$ cat config.mk
export PLATFORM = sky130hd
export DESIGN_NAME = systolic_array_flat
export DESIGN_NICKNAME = d
export VERILOG_FILES = /design/src/common/matmul_pkg.sv /design/src/common/matmul_ifs.sv /design/src/systolic/systolic_array.sv /design/src/flat_wrapper.sv
export SDC_FILE = /design/constraint.sdc
export NUM_CORES = 1
export LEC_CHECK = 0
export BUFFER_PORTS_ARGS = -buffer_cell sky130_fd_sc_hd__clkbuf_2
export CORE_MARGIN = 3
export CORE_UTILIZATION = 55
export DETAILED_ROUTE_END_ITERATION = 10
export PLACE_DENSITY = 0.74
export SETUP_SLACK_MARGIN = 0.2
export SYNTH_ARGS = -nofsm -noshare
export SYNTH_HDL_FRONTEND = slang
export SYNTH_SLANG_ARGS = --single-unit
$ cat constraint.sdc
create_clock -name clk -period 6.3 [get_ports clk]
set_input_delay 1.26 -clock clk [delete_from_list [all_inputs] [get_ports clk]]
set_output_delay 1.26 -clock clk [all_outputs]
set_load 0.02 [all_outputs]
$ cat src/common/matmul_pkg.sv
`default_nettype none

package matmul_pkg;

  //////////////////////////////
  // Sizes
  //////////////////////////////
  localparam int DWIDTH   = 8;
  localparam int MAT_SIZE = 4;
  localparam int AWIDTH   = 6;

  localparam int REG_DWIDTH = 32;
  localparam int REG_AWIDTH = 8;

  //////////////////////////////
  // Register map
  //////////////////////////////
  localparam logic [REG_AWIDTH-1:0] REG_CTRL_ADDR   = 8'h00;
  localparam logic [REG_AWIDTH-1:0] REG_A_BASE_ADDR = 8'h0E;
  localparam logic [REG_AWIDTH-1:0] REG_B_BASE_ADDR = 8'h12;
  localparam logic [REG_AWIDTH-1:0] REG_C_BASE_ADDR = 8'h16;

  // Control word bits
  localparam int CTRL_START_BIT = 0;
  localparam int CTRL_DONE_BIT  = 31;

  // External port bank codes, code 3 selects nothing
  localparam logic [1:0] BANK_A = 2'd0;
  localparam logic [1:0] BANK_B = 2'd1;
  localparam logic [1:0] BANK_C = 2'd2;

  // One memory row, seen flat or as N elements
  typedef union packed {
    logic [MAT_SIZE*DWIDTH-1:0]      raw;
    logic [MAT_SIZE-1:0][DWIDTH-1:0] elem;
  } row_u;

endpackage

`default_nettype wire

$ cat src/common/matmul_ifs.sv
`timescale 1ns/1ps
`default_nettype none


// Operand feed into the systolic array
interface pe_feed_if ();
  import matmul_pkg::*;

  row_u a_col;
  row_u b_row;
  logic valid;
  logic clear;

  modport src (output a_col, output b_row, output valid, output clear);
  modport snk (input a_col, input b_row, input valid, input clear);

endinterface

`default_nettype wire

$ cat src/systolic/systolic_array.sv
`timescale 1ns/1ps
`default_nettype none

module systolic_array #(
  parameter int MAT_SIZE = matmul_pkg::MAT_SIZE
) (
  input  logic                            clk,
  input  logic                            PRESETn,
  pe_feed_if.snk                          feed,
  output matmul_pkg::row_u [MAT_SIZE-1:0] c_matrix
);
  import matmul_pkg::*;

  // Cell inputs, a and its valid move right, b moves down
  logic [DWIDTH-1:0] a_in  [MAT_SIZE][MAT_SIZE];
  logic              av_in [MAT_SIZE][MAT_SIZE];
  logic [DWIDTH-1:0] b_in  [MAT_SIZE][MAT_SIZE];
  logic [DWIDTH-1:0] acc   [MAT_SIZE][MAT_SIZE];

  //////////////////////////////
  // Input skew
  //////////////////////////////
  for (genvar g = 0; g < MAT_SIZE; g++) begin : g_skew
    if (g == 0) begin : g_direct
      assign a_in[0][0]  = feed.a_col.elem[0];
      assign av_in[0][0] = feed.valid;
      assign b_in[0][0]  = feed.b_row.elem[0];
    end else begin : g_delay
      logic [DWIDTH-1:0] a_sr [g];
      logic [DWIDTH-1:0] b_sr [g];
      logic              v_sr [g];

      always_ff @(posedge clk) begin
        if (!PRESETn) begin
          for (int s = 0; s < g; s++) begin
            v_sr[s] <= 1'b0;
          end
        end else begin
          v_sr[0] <= feed.valid;
          for (int s = 1; s < g; s++) begin
            v_sr[s] <= v_sr[s-1];
          end
        end
      end

      always_ff @(posedge clk) begin
        a_sr[0] <= feed.a_col.elem[g];
        b_sr[0] <= feed.b_row.elem[g];
        for (int s = 1; s < g; s++) begin
          a_sr[s] <= a_sr[s-1];
          b_sr[s] <= b_sr[s-1];
        end
      end

      assign a_in[g][0]  = a_sr[g-1];
      assign av_in[g][0] = v_sr[g-1];
      assign b_in[0][g]  = b_sr[g-1];
    end
  end

  //////////////////////////////
  // MAC grid
  //////////////////////////////
  for (genvar i = 0; i < MAT_SIZE; i++) begin : g_row
    for (genvar j = 0; j < MAT_SIZE; j++) begin : g_col
      // Product and sum wrap at DWIDTH bits
      always_ff @(posedge clk) begin
        if (!PRESETn || feed.clear) begin
          acc[i][j] <= '0;
        end else if (av_in[i][j]) begin
          acc[i][j] <= acc[i][j] + a_in[i][j] * b_in[i][j];
        end
      end

      if (j < MAT_SIZE - 1) begin : g_pass_a
        always_ff @(posedge clk) begin
          if (!PRESETn) begin
            av_in[i][j+1] <= 1'b0;
          end else begin
            av_in[i][j+1] <= av_in[i][j];
          end
        end
        always_ff @(posedge clk) begin
          a_in[i][j+1] <= a_in[i][j];
        end
      end

      if (i < MAT_SIZE - 1) begin : g_pass_b
        always_ff @(posedge clk) begin
          b_in[i+1][j] <= b_in[i][j];
        end
      end

      assign c_matrix[i].elem[j] = acc[i][j];
    end
  end

  a_clear_not_with_valid: assert property (@(posedge clk) disable iff (!PRESETn)
    !(feed.clear && feed.valid));

endmodule

`default_nettype wire

$ cat src/flat_wrapper.sv
// flat-port wrapper written by rule: the top's interface ports become plain ports
module systolic_array_flat import matmul_pkg::*;
#(
  parameter int MAT_SIZE = matmul_pkg::MAT_SIZE
)
  (clk, PRESETn, c_matrix, feed_a_col, feed_b_row, feed_valid, feed_clear);
  pe_feed_if feed_i ();
  input  logic clk;
  input  logic PRESETn;
  output matmul_pkg::row_u [MAT_SIZE-1:0] c_matrix;
  input wire logic [$bits(feed_i.a_col)-1:0] feed_a_col;
  input wire logic [$bits(feed_i.b_row)-1:0] feed_b_row;
  input wire logic [$bits(feed_i.valid)-1:0] feed_valid;
  input wire logic [$bits(feed_i.clear)-1:0] feed_clear;
  assign feed_i.a_col = feed_a_col;
  assign feed_i.b_row = feed_b_row;
  assign feed_i.valid = feed_valid;
  assign feed_i.clear = feed_clear;
  systolic_array #(.MAT_SIZE(MAT_SIZE)) u_core (.clk(clk), .PRESETn(PRESETn), .feed(feed_i), .c_matrix(c_matrix));
endmodule
After elaboration in Yosys (flattened, before gate mapping)
Memories as Yosys holds them, arrays and structs flattened.
Cells that the tools add are included.

storage, ports and cells
  register bits = 204
  latch bits = 0
  bits in writable memories = 230
  ROM bits = 0
  bits of input ports = 68
  output and inout port bits = 128
  word-level logic and storage cells = 177
  memories kept = 10

memory list
  memory                         words  bits a word  rd ports  clocked after memory_dff  wr ports  RTL line              text
  u_core.acc                     4      32           4         0                         4         systolic_array.sv:18  logic [DWIDTH-1:0] acc [MAT_SIZE][MAT_SIZE];
  u_core.g_skew[3].g_delay.a_sr  3      8            3         0                         3         systolic_array.sv:29  logic [DWIDTH-1:0] a_sr [g];
  u_core.g_skew[3].g_delay.b_sr  3      8            3         0                         3         systolic_array.sv:30  logic [DWIDTH-1:0] b_sr [g];
  u_core.g_skew[2].g_delay.a_sr  2      8            2         0                         2         systolic_array.sv:29
  u_core.g_skew[2].g_delay.b_sr  2      8            2         0                         2         systolic_array.sv:30
  u_core.g_skew[1].g_delay.a_sr  1      8            1         0                         1         systolic_array.sv:29
  4 more memories                --     --           --        --                        --        --

cells by class
  $add $sub $neg = 16
  $mul = 16
  divide/modulo/power cells = 0
  $lt $le $gt $ge = 0
  eq/ne operators = 0
  shifts and indexed selects = 0
  muxes and demuxes = 75
  bitwise gates (word level) = 21
  reduce and logical (&&, ||, !) cells = 3

operator list
  kind                                         count
  8-bit adder                                  16
  8-bit by 8-bit multiplier with 8-bit output  16
  8-bit two-way mux                            16
  1-bit two-way mux                            59
  1-bit bitwise OR                             21
  1-bit zero test                              1
  1-bit logical OR                             1
  1-bit OR reduction                           1

Longest topological paths before layout
Gate-level depths: netlist (run 1).

  depth in word-level cells = 5
  mapped depth = 17
  gate-level depth less buffers = 17

Worst setup path after synthesis (run 1)
OpenSTA, ideal clock, no wires.

  path type = input to register
  from = input feed_b_row[0]
  to = memory u_core.acc[0][31] (netlist name), data pin
  library setup time = 256 ps
  data arrival time = 4,146 ps
  slack = 1,898 ps
  stages = 13
  path buffers = 0
  cells stage by stage = nand2_1 fa_1 inv_1 fa_1 inv_1 fa_1 fa_1 inv_1 ha_1 a21oi_1 xnor2_1 xnor2_1 nor2_1

RTL lines
  item                RTL line              text
  start: declaration  flat_wrapper.sv:12    input wire logic [$bits(feed_i.b_row)-1:0] feed_b_row;
  end: declaration    systolic_array.sv:18

==> results of run 1 <==
cells in the mapped netlist:
| library cell | instances |
|---|---|
| a21oi_1 | 32 |
| buf_4 | 1 |
| fa_1 | 288 |
| nor2b_1 | 2 |
| clkbuf_2 | 1 |
| dfxtp_1 | 298 |
| and2_2 | 3 |
| xnor2_2 | 8 |
| nand2_2 | 5 |
| inv_1 | 574 |
| xor2_1 | 63 |
| edfxtp_1 | 128 |
| nand2b_1 | 12 |
| xnor2_1 | 217 |
| clkbuf_1 | 13 |
| ha_1 | 272 |
| a21o_1 | 32 |
| and3_1 | 64 |
| nand2_1 | 385 |
| nor2_1 | 60 |
| and2_1 | 207 |
| buf_2 | 2 |
area by class of cell:
cell class | instances | area share (%)
Multi-Input combinational cell | 1650 | 50.38
Sequential cell | 426 | 31.54
Inverter | 574 | 6.928
Clock buffer | 63 | 4.687
Timing Repair Buffer | 199 | 3.235
Tap cell | 664 | 2.671
Clock inverter | 27 | 0.5592
path summary, 6_finish.rpt:
check                                                   start                                            to  slack [ps]  depth (start not counted)
setup / recovery                                feed_b_row[0]               u_core.acc[0][31]$_SDFFCE_PN0P_        2110                         14
setup reg to reg                      u_core.b_in[56]$_DFF_P_               u_core.acc[1][31]$_SDFFCE_PN0P_        2190                         13
hold reg to reg   u_core.g_skew[3].g_delay.a_sr[0][8]$_DFF_P_  u_core.g_skew[3].g_delay.a_sr[0][16]$_DFF_P_         330                          0
hold / removal    u_core.g_skew[3].g_delay.a_sr[0][8]$_DFF_P_  u_core.g_skew[3].g_delay.a_sr[0][16]$_DFF_P_         330                          0
sequential cells by signal, indices dropped and copies added, names as in the netlist:
| register | count |
|---|---|
| u_core.av_in | 7 |
| u_core.acc | 128 |
| u_core.g_skew.g_delay.a_sr | 48 |
| u_core.g_skew.g_delay.v_sr | 3 |
| u_core.a_in | 96 |
| u_core.g_skew.g_delay.b_sr | 48 |
| u_core.b_in | 96 |
per-layer routing:
metal | routed length [um] | share of wire, %
met1 | 24650 | 41
met2 | 30190 | 50
met3 | 3601 | 5.9
met4 | 2269 | 3.7
met5 | 0 | 0
power by group:
part	internal, mW	switching, mW
logic	1.49	1.70
clock network	1.65	1.17
registers	2.99	0.201
total	6.13	3.08
worst max-delay path: cells and delay by family:
kind / cells / cell delay, ps
AO/OA/AOI/OAI: 1 / 170
adder cells (fa/ha/maj): 5 / 2300
XOR/XNOR: 2 / 290
AND/OR/NAND/NOR: 2 / 160
buffers and inverters: 4 / 350
stage by stage:
stage / power (mW) / hold slack, ps
2_1_floorplan: 5.714 / 309.6
3_3_place_gp: 6.285 / 311.4
3_5_place_dp: 6.432 / 312.1
4_1_cts: 9.298 / 325.4
5_1_grt: 9.870 / 326.3
6_report: 9.203 / 325.8
cells by family (layout without fill, tap and decap cells):
group | after synthesis | after routing | synth area share [%]
xor+xnor | 288 | 288 | 9.325
flops | 426 | 426 | 35.42
simple gates | 738 | 738 | 12.66
compound gates | 64 | 64 | 1.446
fa+ha+maj | 560 | 560 | 33.11
buf+inv | 591 | 863 | 8.037
==> results, run 1 <==
- The run finished with clean final reports.
- The number of hold violations in the final report is 0.
- Ranked by total cell area, the synthesized netlist is headed by dfxtp_1, fa_1, edfxtp_1, ha_1, inv_1.
- TritonCTS built the clock tree.
- The setup skew after layout is 20.71 ps.
- The number of antenna violations at the first check in global routing came to 1.
- The number of global-route vias before repair is between 15000 and 20000.
- The clock latency on the worst-skew pair is approximately 600 ps.
- The kind of end point of the critical path is a flip-flop.
- In the finished design, the share of the clock period the worst path needs comes to approximately two thirds.
- The most congested layer reported by global routing is met2.
- In the global route stage, met3 resource usage came out at around 4.7%.
- The number of placed instances, taps included, is between 3000 and 4000.
- The pin count of the biggest net entering global routing is 31.
- The via count is between 15000 and 20000.
- From bottom edge to top edge, the die measures ~230 um.
- In the layout the commonest cells are inv_1, nand2_1, dfxtp_1.
- The transition time at the pin with the least slew margin is a little under 1000 ps.
- IR analysis of the VDD net gives a maximum drop of around 0.21 mV.
- For the worst setup path, the data required time is approximately 6600 ps.
- The H-tree level count is 2.
- The post-route worst setup slack is 2110 ps.
- The max-slew violation count is 0.
- In this run, distinct cell masters in the synthesized netlist total 22.
- The CTS clock-pin slew for the worst setup and hold paths is roughly 60 ps.
- The cell area that synthesis handed to floorplanning was approximately 28000 sq um.
- The core region is 49360 sq um.
- The cell repeated most along the worst path is fa_1.
- The HPWL after detailed placement is 48.30 mm.
- The final instance area is about 31000 sq um.
- The class of the worst hold path is flip-flop to flip-flop.
- The detail-routed via count per cell is about 5.
- The share of the core filled with cells is 63.01%.
- After routing, the total negative slack on setup checks comes to 0 ps.
- The number of hold buffers added after cts is 0.
- In this run the worst path has a maximum fanout of 9.
- Compared with the post-synthesis result, the final layout area differs by 12.29%.
- Sequential elements use 35.42% of the synthesized area.
- The synthesized netlist cell count is around 2700.
- In this run the tool buffered the top-level ports with 195 buffer cells.
- The post-synthesis register bit count is between 400 and 500.
- In the final layout, the multi-input gates occupy approximately 16000 sq um.
- The first-pass GRT wire length is around 100 mm.
- The slowest cell on the critical path is fa_1.
- The met1 global-route usage is around 30%.
- The met2 track demand over resource in global routing is 41.03%.
- In this run, post-CTS repair resized a total of 0 instances.
- Setup repair after global routing left no endpoint under its margin.
- The synthesized area per cell is 10.38 sq um.
- The worst-case setup slack after placement is about 1500 ps.
- The maximum clock frequency is between 200 and 250 MHz.
- The total wire length is ~61 mm.
- The element type at the critical path start is a primary input.
- The total nets after synthesis is 3295.
- The number of synthesis warnings is 0.
- After detailed routing, the average wire length per cell comes to approximately 17 um.
- The largest single stage delay on the critical path is about 520 ps.
- The total global routing overflow is 0.
- The clock sink count is between 400 and 500.
- The tree is rooted in a clkbuf_16.
- The biggest area contributor in the post-synthesis netlist is dfxtp_1.
- The die area is between 50000 and 60000 sq um.
- In this run the tightest slew margin relative to its limit is a little over a third.
- For this run, design rule violations remaining after detail routing come to 0.
- For this run, the detailed router's first-pass iteration total came to 5.
- Global routing used 23.70% of the available tracks.
- At the worst endpoint, the arrival time is 4530 ps.
- The power density relative to cell area is around 300 nW/um^2.
- Buffers added to address setup during post-CTS repair amount to 0.
- Pin placement for this block handled 196 I/O pins.
- Summed over all cells, the static leakage comes to roughly 16 nW.
- The clock tree buffer depth is 3.
- The number of nets in the layout is 3527.
- After floorplanning, the core was divided into 81 placement rows.
- Excluding fillers, the count of instances in the completed layout stands at 3603.
- The count of inserted antenna diode cells is 0.
- The worst setup path is of the primary input to flip-flop kind.
- Clock tree synthesis inserted a total of 48 buffers.
- The reported max-cap violation count is 0.
- The minimum clock period is roughly 4200 ps.
- The sequential cell area is 9809 sq um.
- Leaving out fill and tap cells, the most frequent cell in the layout is inv_1.
- The final-layout fill cell count is a little under 4000.
- The placed instances occupy a cell area of between 20000 and 30000 sq um.
- The setup violation total in the final timing report is 0.
- The congestion estimate from routability-driven global placement came to slightly above 0.9.
- The initial cell density of the core is between 50% and 60%.
- The number of DRC violations after detailed-routing iteration 0 is 847.
- The x dimension of the die is between 200 and 250 um.
- The signal on the critical path passes through clkbuf_2, nand2_1, fa_1, inv_1, fa_1, inv_1, fa_1, fa_1, inv_1, ha_1, a21oi_1, xnor2_1, xnor2_1, nor2_1.
- The fraction of layout cells with a size suffix above 1 is between 10% and 20%.
- The residual antenna-violating net count after detailed routing is 0.
- After synthesis, the largest area contributor takes up a little over a fifth of total cell area.
Power figures use the tool's default switching activity.
==> run 2, diff against run 1 <==
- ABC_AREA: unset -> 1
- PLACE_DENSITY: 0.74 -> 0.73
- clock period: 6.3 -> 4.32 ns (I/O delays scaled with it)
==> run 2 against run 1 <==
Net effect: global-route usage increased by 0.79 points; critical endpoint is now u_core.acc[0][15]$_SDFFCE_PN0P_; critical path type is now flip-flop to flip-flop; sequential power grew 45%; total power is 47% higher; cell area up 8.8%; largest power group is now combinational logic; clock skew is 5.8 ps higher.
==> results, run 2 <==
- The number of flops mapped to enable cells by yosys is 128 (unchanged).
- The post-synthesis register bit count is 426 (unchanged).
- The cell accounting for the most synthesized area is dfxtp_1 (unchanged).
- The area share of the leading cell type in the synthesized netlist was 19.99% (was 21.54%).
- The CTS clock-pin slew for the worst setup and hold paths is 60 ps (about the same).
- The slowest cell on the critical path was fa_1 (unchanged).
- The final weighted congestion in routability-driven placement was 0.8842 (was 0.9129).
- The number of port buffers was 195 (unchanged).
- The fraction of layout cells with a size suffix above 1 is 12.21% (was 10.21%).
- The max-slew violation count is 0 (unchanged).
- The maximum ir drop on the vdd rail is 0.2607 mV (was 0.2105 mV).
- The clock sink count is 426 (unchanged).
- The final cell count without fillers came to 4572 (was 3603).
- The number of hold violations in the final report is 0 (unchanged).
- The launching element of the worst setup path is u_core.a_in[109]$_DFF_P_ (was feed_b_row[0]).
- The CTS tree is done (unchanged).
- The synthesized cell area is 29840 sq um (was 27690 sq um).
- The transition time at the pin with the least slew margin is 716.0 ps (was 979.3 ps).
- Most frequent cells after synthesis: inv_1, nand2_1, dfxtp_1, fa_1, ha_1 (unchanged).
- The leakage power is 19.60 nW (was 15.74 nW).
- The sum of net half-perimeters after detailed placement is 54.40 mm (was 48.30 mm).
- The number of DRC violations after detailed-routing iteration 0 is 1040 (was 847).
- The worst-case setup slack after placement was -111.1 ps (was 1500 ps).
- The synthesized netlist cell count is 3580 (was 2667).
- The vertical die dimension is 238.9 um (was 230.4 um).
- In the finished design, the share of the clock period the worst path needs comes to 91.83%.
- The post-route worst setup slack was 352.8 ps (was 2110 ps).
- The setup skew after layout is 26.47 ps (was 20.71 ps).
- The number of rows created at floorplan was 84 (was 81).
- The number of nets in the layout is 4472 (was 3527).
- The post-detailed-route wirelength per cell is 14.77 um (was 16.85 um).
- The synthesis-to-layout area growth is 13.41% (was 12.29%).
- The x dimension of the die came to 238.9 um (was 230.4 um).
- Registers with the most flip-flops: u_core.acc: 128 flops, u_core.a_in: 96 flops, u_core.b_in: 96 flops (unchanged).
- The power density relative to cell area is 399.4 nW/um^2 (was 295.9 nW/um^2).
- The sum of internal, switching and leakage power was 13.52 mW (was 9.203 mW).
- The setup violation total in the final timing report is 0 (unchanged).
- The total wire length is 67.53 mm (was 60.71 mm).
- The maximum clock frequency is approximately 250 MHz.
- The minimum clock period is between 3000 and 4000 ps.
- The H-tree level count is 2 (unchanged).
- Unrepaired setup endpoints after global routing: yes (was no).
- Synth top area cells: dfxtp_1, fa_1, inv_1, edfxtp_1, nand2_1 (was dfxtp_1, fa_1, edfxtp_1, ha_1, inv_1).
- The required time of the critical path was 4660 ps (was 6640 ps).
- The final instance area is 33840 sq um (was 31100 sq um).
- The clock tree buffer depth is 3 (unchanged).
- The clock latency on the worst-skew pair is 580 ps (was 590 ps).
- The combined global-route utilization of all metal layers is 24.50% (was 23.70%).
- The number of antenna violations at the first check in global routing was 2 (was 1).
- The detailed-route DRC error count is 0 (unchanged).
- The detail-routed via count per cell came to 4.787 (was 5.022).
- The largest register by flop count was u_core.acc (unchanged).
- The number of instances in the placed design came to 4471 (was 3513).
- The share of the core filled with cells is 63.76% (was 63.01%).
- The total global routing overflow is 0 (unchanged).
- The post-placement cell area is 31860 sq um (was 29470 sq um).
- The number of top-level design ports is 196 (unchanged).
- Status: completed (unchanged).
- The residual antenna-violating net count after detailed routing is 0 (unchanged).
- The number of hold buffers added after cts is 0 (unchanged).
- The number of global-route vias before repair is 22050 (was 19690).
- The largest fanout on the critical path is 4 (was 9).
- The reported max-cap violation count came to 0 (unchanged).
- The most common cell after layout, fill and taps aside is inv_1 (unchanged).
- The number of synthesis warnings is 0 (unchanged).
- The initial cell density of the core is 56.22% (was 56.11%).
- The kind of end point of the critical path is a flip-flop (unchanged).
- The iteration count of the initial detailed-routing pass is 7 (was 5).
- The root buffer selected by CTS is clkbuf_16 (unchanged).
- The reg-to-reg startpoint is u_core.a_in[109]$_DFF_P_ (was u_core.b_in[56]$_DFF_P_).
- Critical Path, Cell by Cell: nand2_1, fa_1, inv_1, fa_1, inv_1, fa_1, fa_1, inv_1, ha_1, a21oi_1, nand2_2, inv_1, nand2_1, nand3b_1, nand2_1, inv_2, nand3_1, nand2_1, nor2_1 (was clkbuf_2, nand2_1, fa_1, inv_1, fa_1, inv_1, fa_1, fa_1, inv_1, ha_1, a21oi_1, xnor2_1, xnor2_1, nor2_1).
- The share of synthesized area occupied by flip-flops and latches was 32.88% (was 35.42%).
- The flip-flop count of the largest register after layout is 128 (unchanged).
- The die area is 57080 sq um (was 53080 sq um).
- The first-pass GRT wire length is 110.3 mm (was 100.1 mm).
- The most instantiated flip-flop cell in the synthesis netlist is dfxtp_1 (unchanged).
- The number of buffers inserted during clock tree synthesis is 47 (was 48).
- The pin count of the biggest net entering global routing is 25 (was 31).
- The synthesized area per cell is 8.334 sq um (was 10.38 sq um).
- The most frequent cell after synthesis is inv_1 (unchanged).
- The class of the worst hold path is flip-flop to flip-flop (unchanged).
- The headroom to the max-slew limit is 52.27% (was 34.71%).
- The startpoint of the most critical hold path was u_core.g_skew[3].g_delay.a_sr[0][10]$_DFF_P_ (was u_core.g_skew[3].g_delay.a_sr[0][8]$_DFF_P_).
- The peak per-stage delay on the critical path is 520 ps (about the same).
- The via count came to 21890 (was 18090).
- Commonest non-fill, non-tap cells in the layout: inv_1, nand2_1, fa_1 (was inv_1, nand2_1, dfxtp_1).
- The share of async-settable or async-resettable flops after synthesis is 0% (unchanged).
- The element type at the critical path start was a flip-flop (was primary input).
- The number of unique standard cell types used by synthesis is 29 (was 22).
- The total nets after synthesis is 4208 (was 3295).
- The standard cell core area is 53080 sq um (was 49360 sq um).
- The startpoint-to-endpoint class of the critical path is flip-flop to flip-flop (was primary input to flip-flop).
- The final-layout fill cell count is 4439 (was 3930).
- The data arrival at the endpoint of the critical path is 4300 ps (was 4530 ps).
==> run 2: cell types whose count changed in the layout (fill, tap and decap cells not counted), sizes merged, moves of 11 or more <==
cell	delta
nand2	+616
inv	+468
and2	-210
xnor2	-174
nand3	+122
nor2	+92
and3	-64
buf	+61
a21o	-29
nand3b	+23
o21ai	+15
a21oi	+12
or2	+12
nand2b	-11
==> run 2: path summary, 6_finish.rpt <==
check                                                      end  slack (ps)  cells after the start
hold reg to reg   u_core.g_skew[3].g_delay.a_sr[0][18]$_DFF_P_         320                      0
hold / removal    u_core.g_skew[3].g_delay.a_sr[0][18]$_DFF_P_         320                      0
setup / recovery               u_core.acc[0][15]$_SDFFCE_PN0P_         350                     19
setup reg to reg               u_core.acc[0][15]$_SDFFCE_PN0P_         350                     19
==> run 2: metrics by stage <==
step	hold slack, ps	TNS, ps
finish	318.3	0
CTS	314.6	0
floorplan	309.6	0
global route	308.7	0
detailed placement	312.1	-111.1
global placement	310.6	-52.00
==> run 2: power by group <==
part,internal [mW],total (mW),switching (mW)
Combinational,1.98,4.82,2.84
Sequential,4.35,4.63,0.282
Clock,2.39,4.06,1.67
Total,8.72,13.5,4.79
==> run 2: worst max-delay path, delay by kind of cell (launching register included) <==
| kind | cells | cell delay (ps) |
|---|---|---|
| flip-flops | 1 | 410 |
| buffers and inverters | 5 | 280 |
| AO/OA/AOI/OAI | 1 | 170 |
| AND/OR/NAND/NOR | 8 | 560 |
| adder cells (fa/ha/maj) | 5 | 2290 |
==> run 2: area by class of cell <==
type	instances	area (sq um)	share of cell area, %
Antenna cell	1	2.502	0.007395
Clock buffer	72	1444	4.267
Clock inverter	16	151.4	0.4474
Inverter	1043	3915	11.57
Multi-Input combinational cell	2066	16050	47.44
Sequential cell	426	9940	29.37
Tap cell	688	860.8	2.544
Timing Repair Buffer	260	1473	4.352
==> run 2: layer usage <==
| metal | global-route usage, % | routed length, um | vias up |
|---|---|---|---|
| li1 | - | - | 10910 |
| met1 | 30.33 | 27630 | 10290 |
| met2 | 43.44 | 33520 | 535 |
| met3 | 3.680 | 3750 | 150 |
| met4 | 9.163 | 2596 | 4 |
| met5 | 0 | 26 | - |
==> run 2: kinds of logic after synthesis <==
logic type	after synthesis	share of synthesized area (%)
AO/OA/AOI/OAI	71	1.287
XOR/XNOR	113	3.493
adder cells (fa/ha/maj)	560	30.73
buffers and inverters	1088	13.92
flip-flops	426	32.88
AND/OR/NAND/NOR	1322	17.70
==> run 2: timing repair <==
action                     CTS  global route
buffers inserted             0            12
setup endpoints to repair    0            15
resized for setup            0           117
==> run 3, diff against run 2 <==
- clock period: 4.32 -> 4.5 ns (I/O delays scaled with it)
==> run 3 against run 2 <==
Net effect: non-clock buffer count is 38 lower; critical path type unchanged; sequential share of layout area is 0.18 points higher; global-route usage is 0.34 points lower; combinational power is 8.3% lower; first-iteration DRC count is 8.3% higher; flip-flop and latch count stayed put; register-to-register slack better by 20 ps; cell area is 1.6% lower; worst hold slack better by 4.4 ps; clock skew is 6.3 ps lower; maximum frequency is 3.8% lower; wire length is 1.8% lower.
==> results, run 3 (same netlist as run 2, synthesis figures left out) <==
- Status: completed (unchanged).
- The die area is 57080 sq um (unchanged).
- The reg-to-reg startpoint is u_core.b_in[73]$_DFF_P_ (was u_core.a_in[109]$_DFF_P_).
- The depth of the most critical reg-to-reg path is 17 (was 19).
- The number of DRC violations after detailed-routing iteration 0 is 1126 (was 1040).
- The number of antenna violations at the first check in global routing is 2 (unchanged).
- The element type at the critical path start is a flip-flop (unchanged).
- The transition time at the pin with the least slew margin is 752.9 ps (was 716.0 ps).
- The maximum ir drop on the vdd rail is 0.2937 mV (was 0.2607 mV).
- The post-detailed-route wirelength per cell came to 14.63 um (was 14.77 um).
- The total wire length is 66.31 mm (was 67.53 mm).
- The met3 capacity usage during global routing is 4.246% (was 3.680%).
- The terminus of the critical flop-to-flop path is u_core.acc[0][47]$_SDFFCE_PN0P_ (was u_core.acc[0][15]$_SDFFCE_PN0P_).
- The initial cell density of the core is 56.22% (unchanged).
- The headroom to the max-slew limit is 49.81% (was 52.27%).
- The detail-routed via count per cell is 4.759 (was 4.787).
- By instance count, the cell type seen most on the critical path is nand2_1.
- The number of hold violations in the final report is 0 (unchanged).
- The number of buffers inserted during clock tree synthesis is 47 (unchanged).
- The combined global-route utilization of all metal layers was 24.16% (was 24.50%).
- The launching element of the worst setup path was u_core.b_in[73]$_DFF_P_ (was u_core.a_in[109]$_DFF_P_).
- The largest register by flop count is u_core.acc (unchanged).
- The count of cells resized by post-cts repair was 0 (unchanged).
- The final weighted congestion in routability-driven placement came to 0.8983 (was 0.8842).
- The number of nets in the layout is 4434 (was 4472).
- The number of buffers inserted to repair setup after CTS is 0 (unchanged).
- The kind of end point of the critical path is a flip-flop (unchanged).
- The root buffer selected by CTS is clkbuf_16 (unchanged).
- The synthesis-to-layout area growth is 11.57% (was 13.41%).
- The most common cell after layout, fill and taps aside is inv_1 (unchanged).
- The final instance area came to 33290 sq um (was 33840 sq um).
- The worst setup path endpoint is u_core.acc[0][47]$_SDFFCE_PN0P_ (was u_core.acc[0][15]$_SDFFCE_PN0P_).
- The startpoint-to-endpoint class of the critical path is flip-flop to flip-flop (unchanged).
- The first-pass GRT wire length is 108.8 mm (was 110.3 mm).
- The met2 track demand over resource in global routing is 42.98% (was 43.44%).
- The number of top-level design ports is 196 (unchanged).
- The slowest cell on the critical path is dfxtp_1 (was fa_1).
- The iteration count of the initial detailed-routing pass is 5 (was 7).
- The pin count of the biggest net entering global routing is 25 (unchanged).
- The flip-flop count of the largest register after layout is 128 (unchanged).
- The number of rows created at floorplan is 84 (unchanged).
- The setup skew after layout came to 20.19 ps (was 26.47 ps).
- The standard cell core area was 53080 sq um (unchanged).
- The x dimension of the die came to 238.9 um (unchanged).
- Commonest non-fill, non-tap cells in the layout: inv_1, nand2_1, fa_1 (unchanged).
- The clock latency on the worst-skew pair is 580 ps (about the same).
- The CTS clock-pin slew for the worst setup and hold paths was 60 ps (about the same).
- The class of the worst hold path is flip-flop to flip-flop (unchanged).
- The met1 global-route usage was 29.37% (was 30.33%).
- The residual antenna-violating net count after detailed routing is 0 (unchanged).
- The via count is 21560 (was 21890).
- The clock tree buffer depth is 3 (unchanged).
- The clock sink count is 426 (unchanged).
- The post-placement cell area is 31660 sq um (was 31860 sq um).
- The fraction of layout cells with a size suffix above 1 is 9.394% (was 12.21%).
- The peak per-stage delay on the critical path is 610 ps (was 520 ps).
- The fraction of the cycle the final worst path needs is 91.64% (was 91.83%).
- The H-tree level count came to 2 (unchanged).
- The required time of the critical path is 4820 ps (was 4660 ps).
- The largest fanout on the critical path is 8 (was 4).
- The final cell count without fillers is 4531 (was 4572).
- The sum of net half-perimeters after detailed placement came to 53.96 mm (was 54.40 mm).
- The setup violation total in the final timing report was 0 (unchanged).
- Critical Path, Cell by Cell: nand2_1, fa_1, inv_1, fa_1, inv_1, fa_1, fa_1, inv_1, ha_1, nand2_1, nand2_1, nand2_1, nand2_1, nand2_1, nand2_1, a21oi_1, nor2_1 (was nand2_1, fa_1, inv_1, fa_1, inv_1, fa_1, fa_1, inv_1, ha_1, a21oi_1, nand2_2, inv_1, nand2_1, nand3b_1, nand2_1, inv_2, nand3_1, nand2_1, nor2_1).
- The most congested layer reported by global routing is met2 (unchanged).
- The reported max-cap violation count is 0 (unchanged).
- The max-slew violation count was 0 (unchanged).
- The leakage power is 19.40 nW (was 19.60 nW).
- The power density relative to cell area was 384.8 nW/um^2 (was 399.4 nW/um^2).
- The minimum clock period was 4124 ps (was 3967 ps).
- The maximum clock frequency is 242.5 MHz (was 252.1 MHz).
- The data arrival at the endpoint of the critical path is 4450 ps (was 4300 ps).
- The count of inserted antenna diode cells was 0 (was 1).
- The CTS tree is done (unchanged).
- The post-route setup TNS came to 0 ps (unchanged).
- Unrepaired setup endpoints after global routing: yes (unchanged).
- The number of global-route vias before repair is 21910 (was 22050).
- The number of port buffers is 195 (unchanged).
- Registers with the most flip-flops: u_core.acc: 128 flops, u_core.a_in: 96 flops, u_core.b_in: 96 flops (unchanged).
- The detailed-route DRC error count is 0 (unchanged).
- The vertical die dimension is 238.9 um (unchanged).
- The number of instances in the placed design is 4445 (was 4471).
- The total global routing overflow is 0 (unchanged).
- The number of hold buffers added after cts is 0 (unchanged).
- The worst setup slack for register-to-register paths came to 380 ps (was 350 ps).
- The final-layout fill cell count came to 4539 (was 4439).
## run 3: cell count changes in the layout (fill, tap and decap cells not counted), moves of 6 or more
cell,before,now
buf_4,61,27
clkbuf_8,11,5
clkinv_2,2,10
dfxtp_1,230,276
dfxtp_2,50,22
dfxtp_4,18,0
fa_1,282,288
fa_2,6,0
## run 3: worst min path at each step
stage                                                start  cells after the start                                      endpoint  slack [ps]
6_report       u_core.g_skew[3].g_delay.b_sr[0][1]$_DFF_P_                      0   u_core.g_skew[3].g_delay.b_sr[0][9]$_DFF_P_         320
5_1_grt        u_core.g_skew[3].g_delay.b_sr[0][5]$_DFF_P_                      0  u_core.g_skew[3].g_delay.b_sr[0][13]$_DFF_P_         330
4_1_cts        u_core.g_skew[2].g_delay.b_sr[0][3]$_DFF_P_                      0  u_core.g_skew[2].g_delay.b_sr[0][11]$_DFF_P_         330
3_5_place_dp   u_core.g_skew[2].g_delay.b_sr[0][3]$_DFF_P_                      0  u_core.g_skew[2].g_delay.b_sr[0][11]$_DFF_P_         310
3_3_place_gp   u_core.g_skew[2].g_delay.a_sr[0][1]$_DFF_P_                      0   u_core.g_skew[2].g_delay.a_sr[0][9]$_DFF_P_         310
2_1_floorplan  u_core.g_skew[2].g_delay.a_sr[0][2]$_DFF_P_                      0  u_core.g_skew[2].g_delay.a_sr[0][10]$_DFF_P_         310
## run 3: where the power goes
group / switching, mW / internal [mW]
Combinational: 2.63 / 1.80
Sequential: 0.288 / 4.18
Clock: 1.59 / 2.33
## run 3: metrics by stage
step	setup WS, ps	total power, mW	util (%)	hold slack, ps
after floorplan	211.5	7.903	-	309.6
after global placement	72.51	8.787	59.64	309.7
after detailed placement	52.56	8.945	59.64	312.1
after CTS	325.0	12.94	62.65	326.0
after global routing	130.0	13.88	62.72	326.9
final	376.1	12.81	62.72	322.7
## run 3: final cells by class
cell class	count	area, sq um	area share [%]
Clock inverter	21	176.4	0.5300
Multi-Input combinational cell	2066	15900	47.76
Timing Repair Buffer	222	1179	3.541
Sequential cell	426	9837	29.55
Inverter	1043	3915	11.76
Tap cell	688	860.8	2.586
Clock buffer	65	1421	4.270
## run 3: layer usage
| layer | share of wire (%) | up-vias |
|---|---|---|
| met5 | 0.011 | - |
| met4 | 3.7 | 2 |
| met3 | 6.0 | 128 |
| met2 | 50 | 494 |
| met1 | 41 | 10110 |
| li1 | - | 10830 |
## run 3: critical path, delay by kind of cell (launching register included)
family / cells / cell delay, ps
adders and majority gates: 5 / 2380
DFF: 1 / 610
and+or+nand+nor: 8 / 590
buffers and inverters: 3 / 160
AOI/OAI and AO/OA: 1 / 140
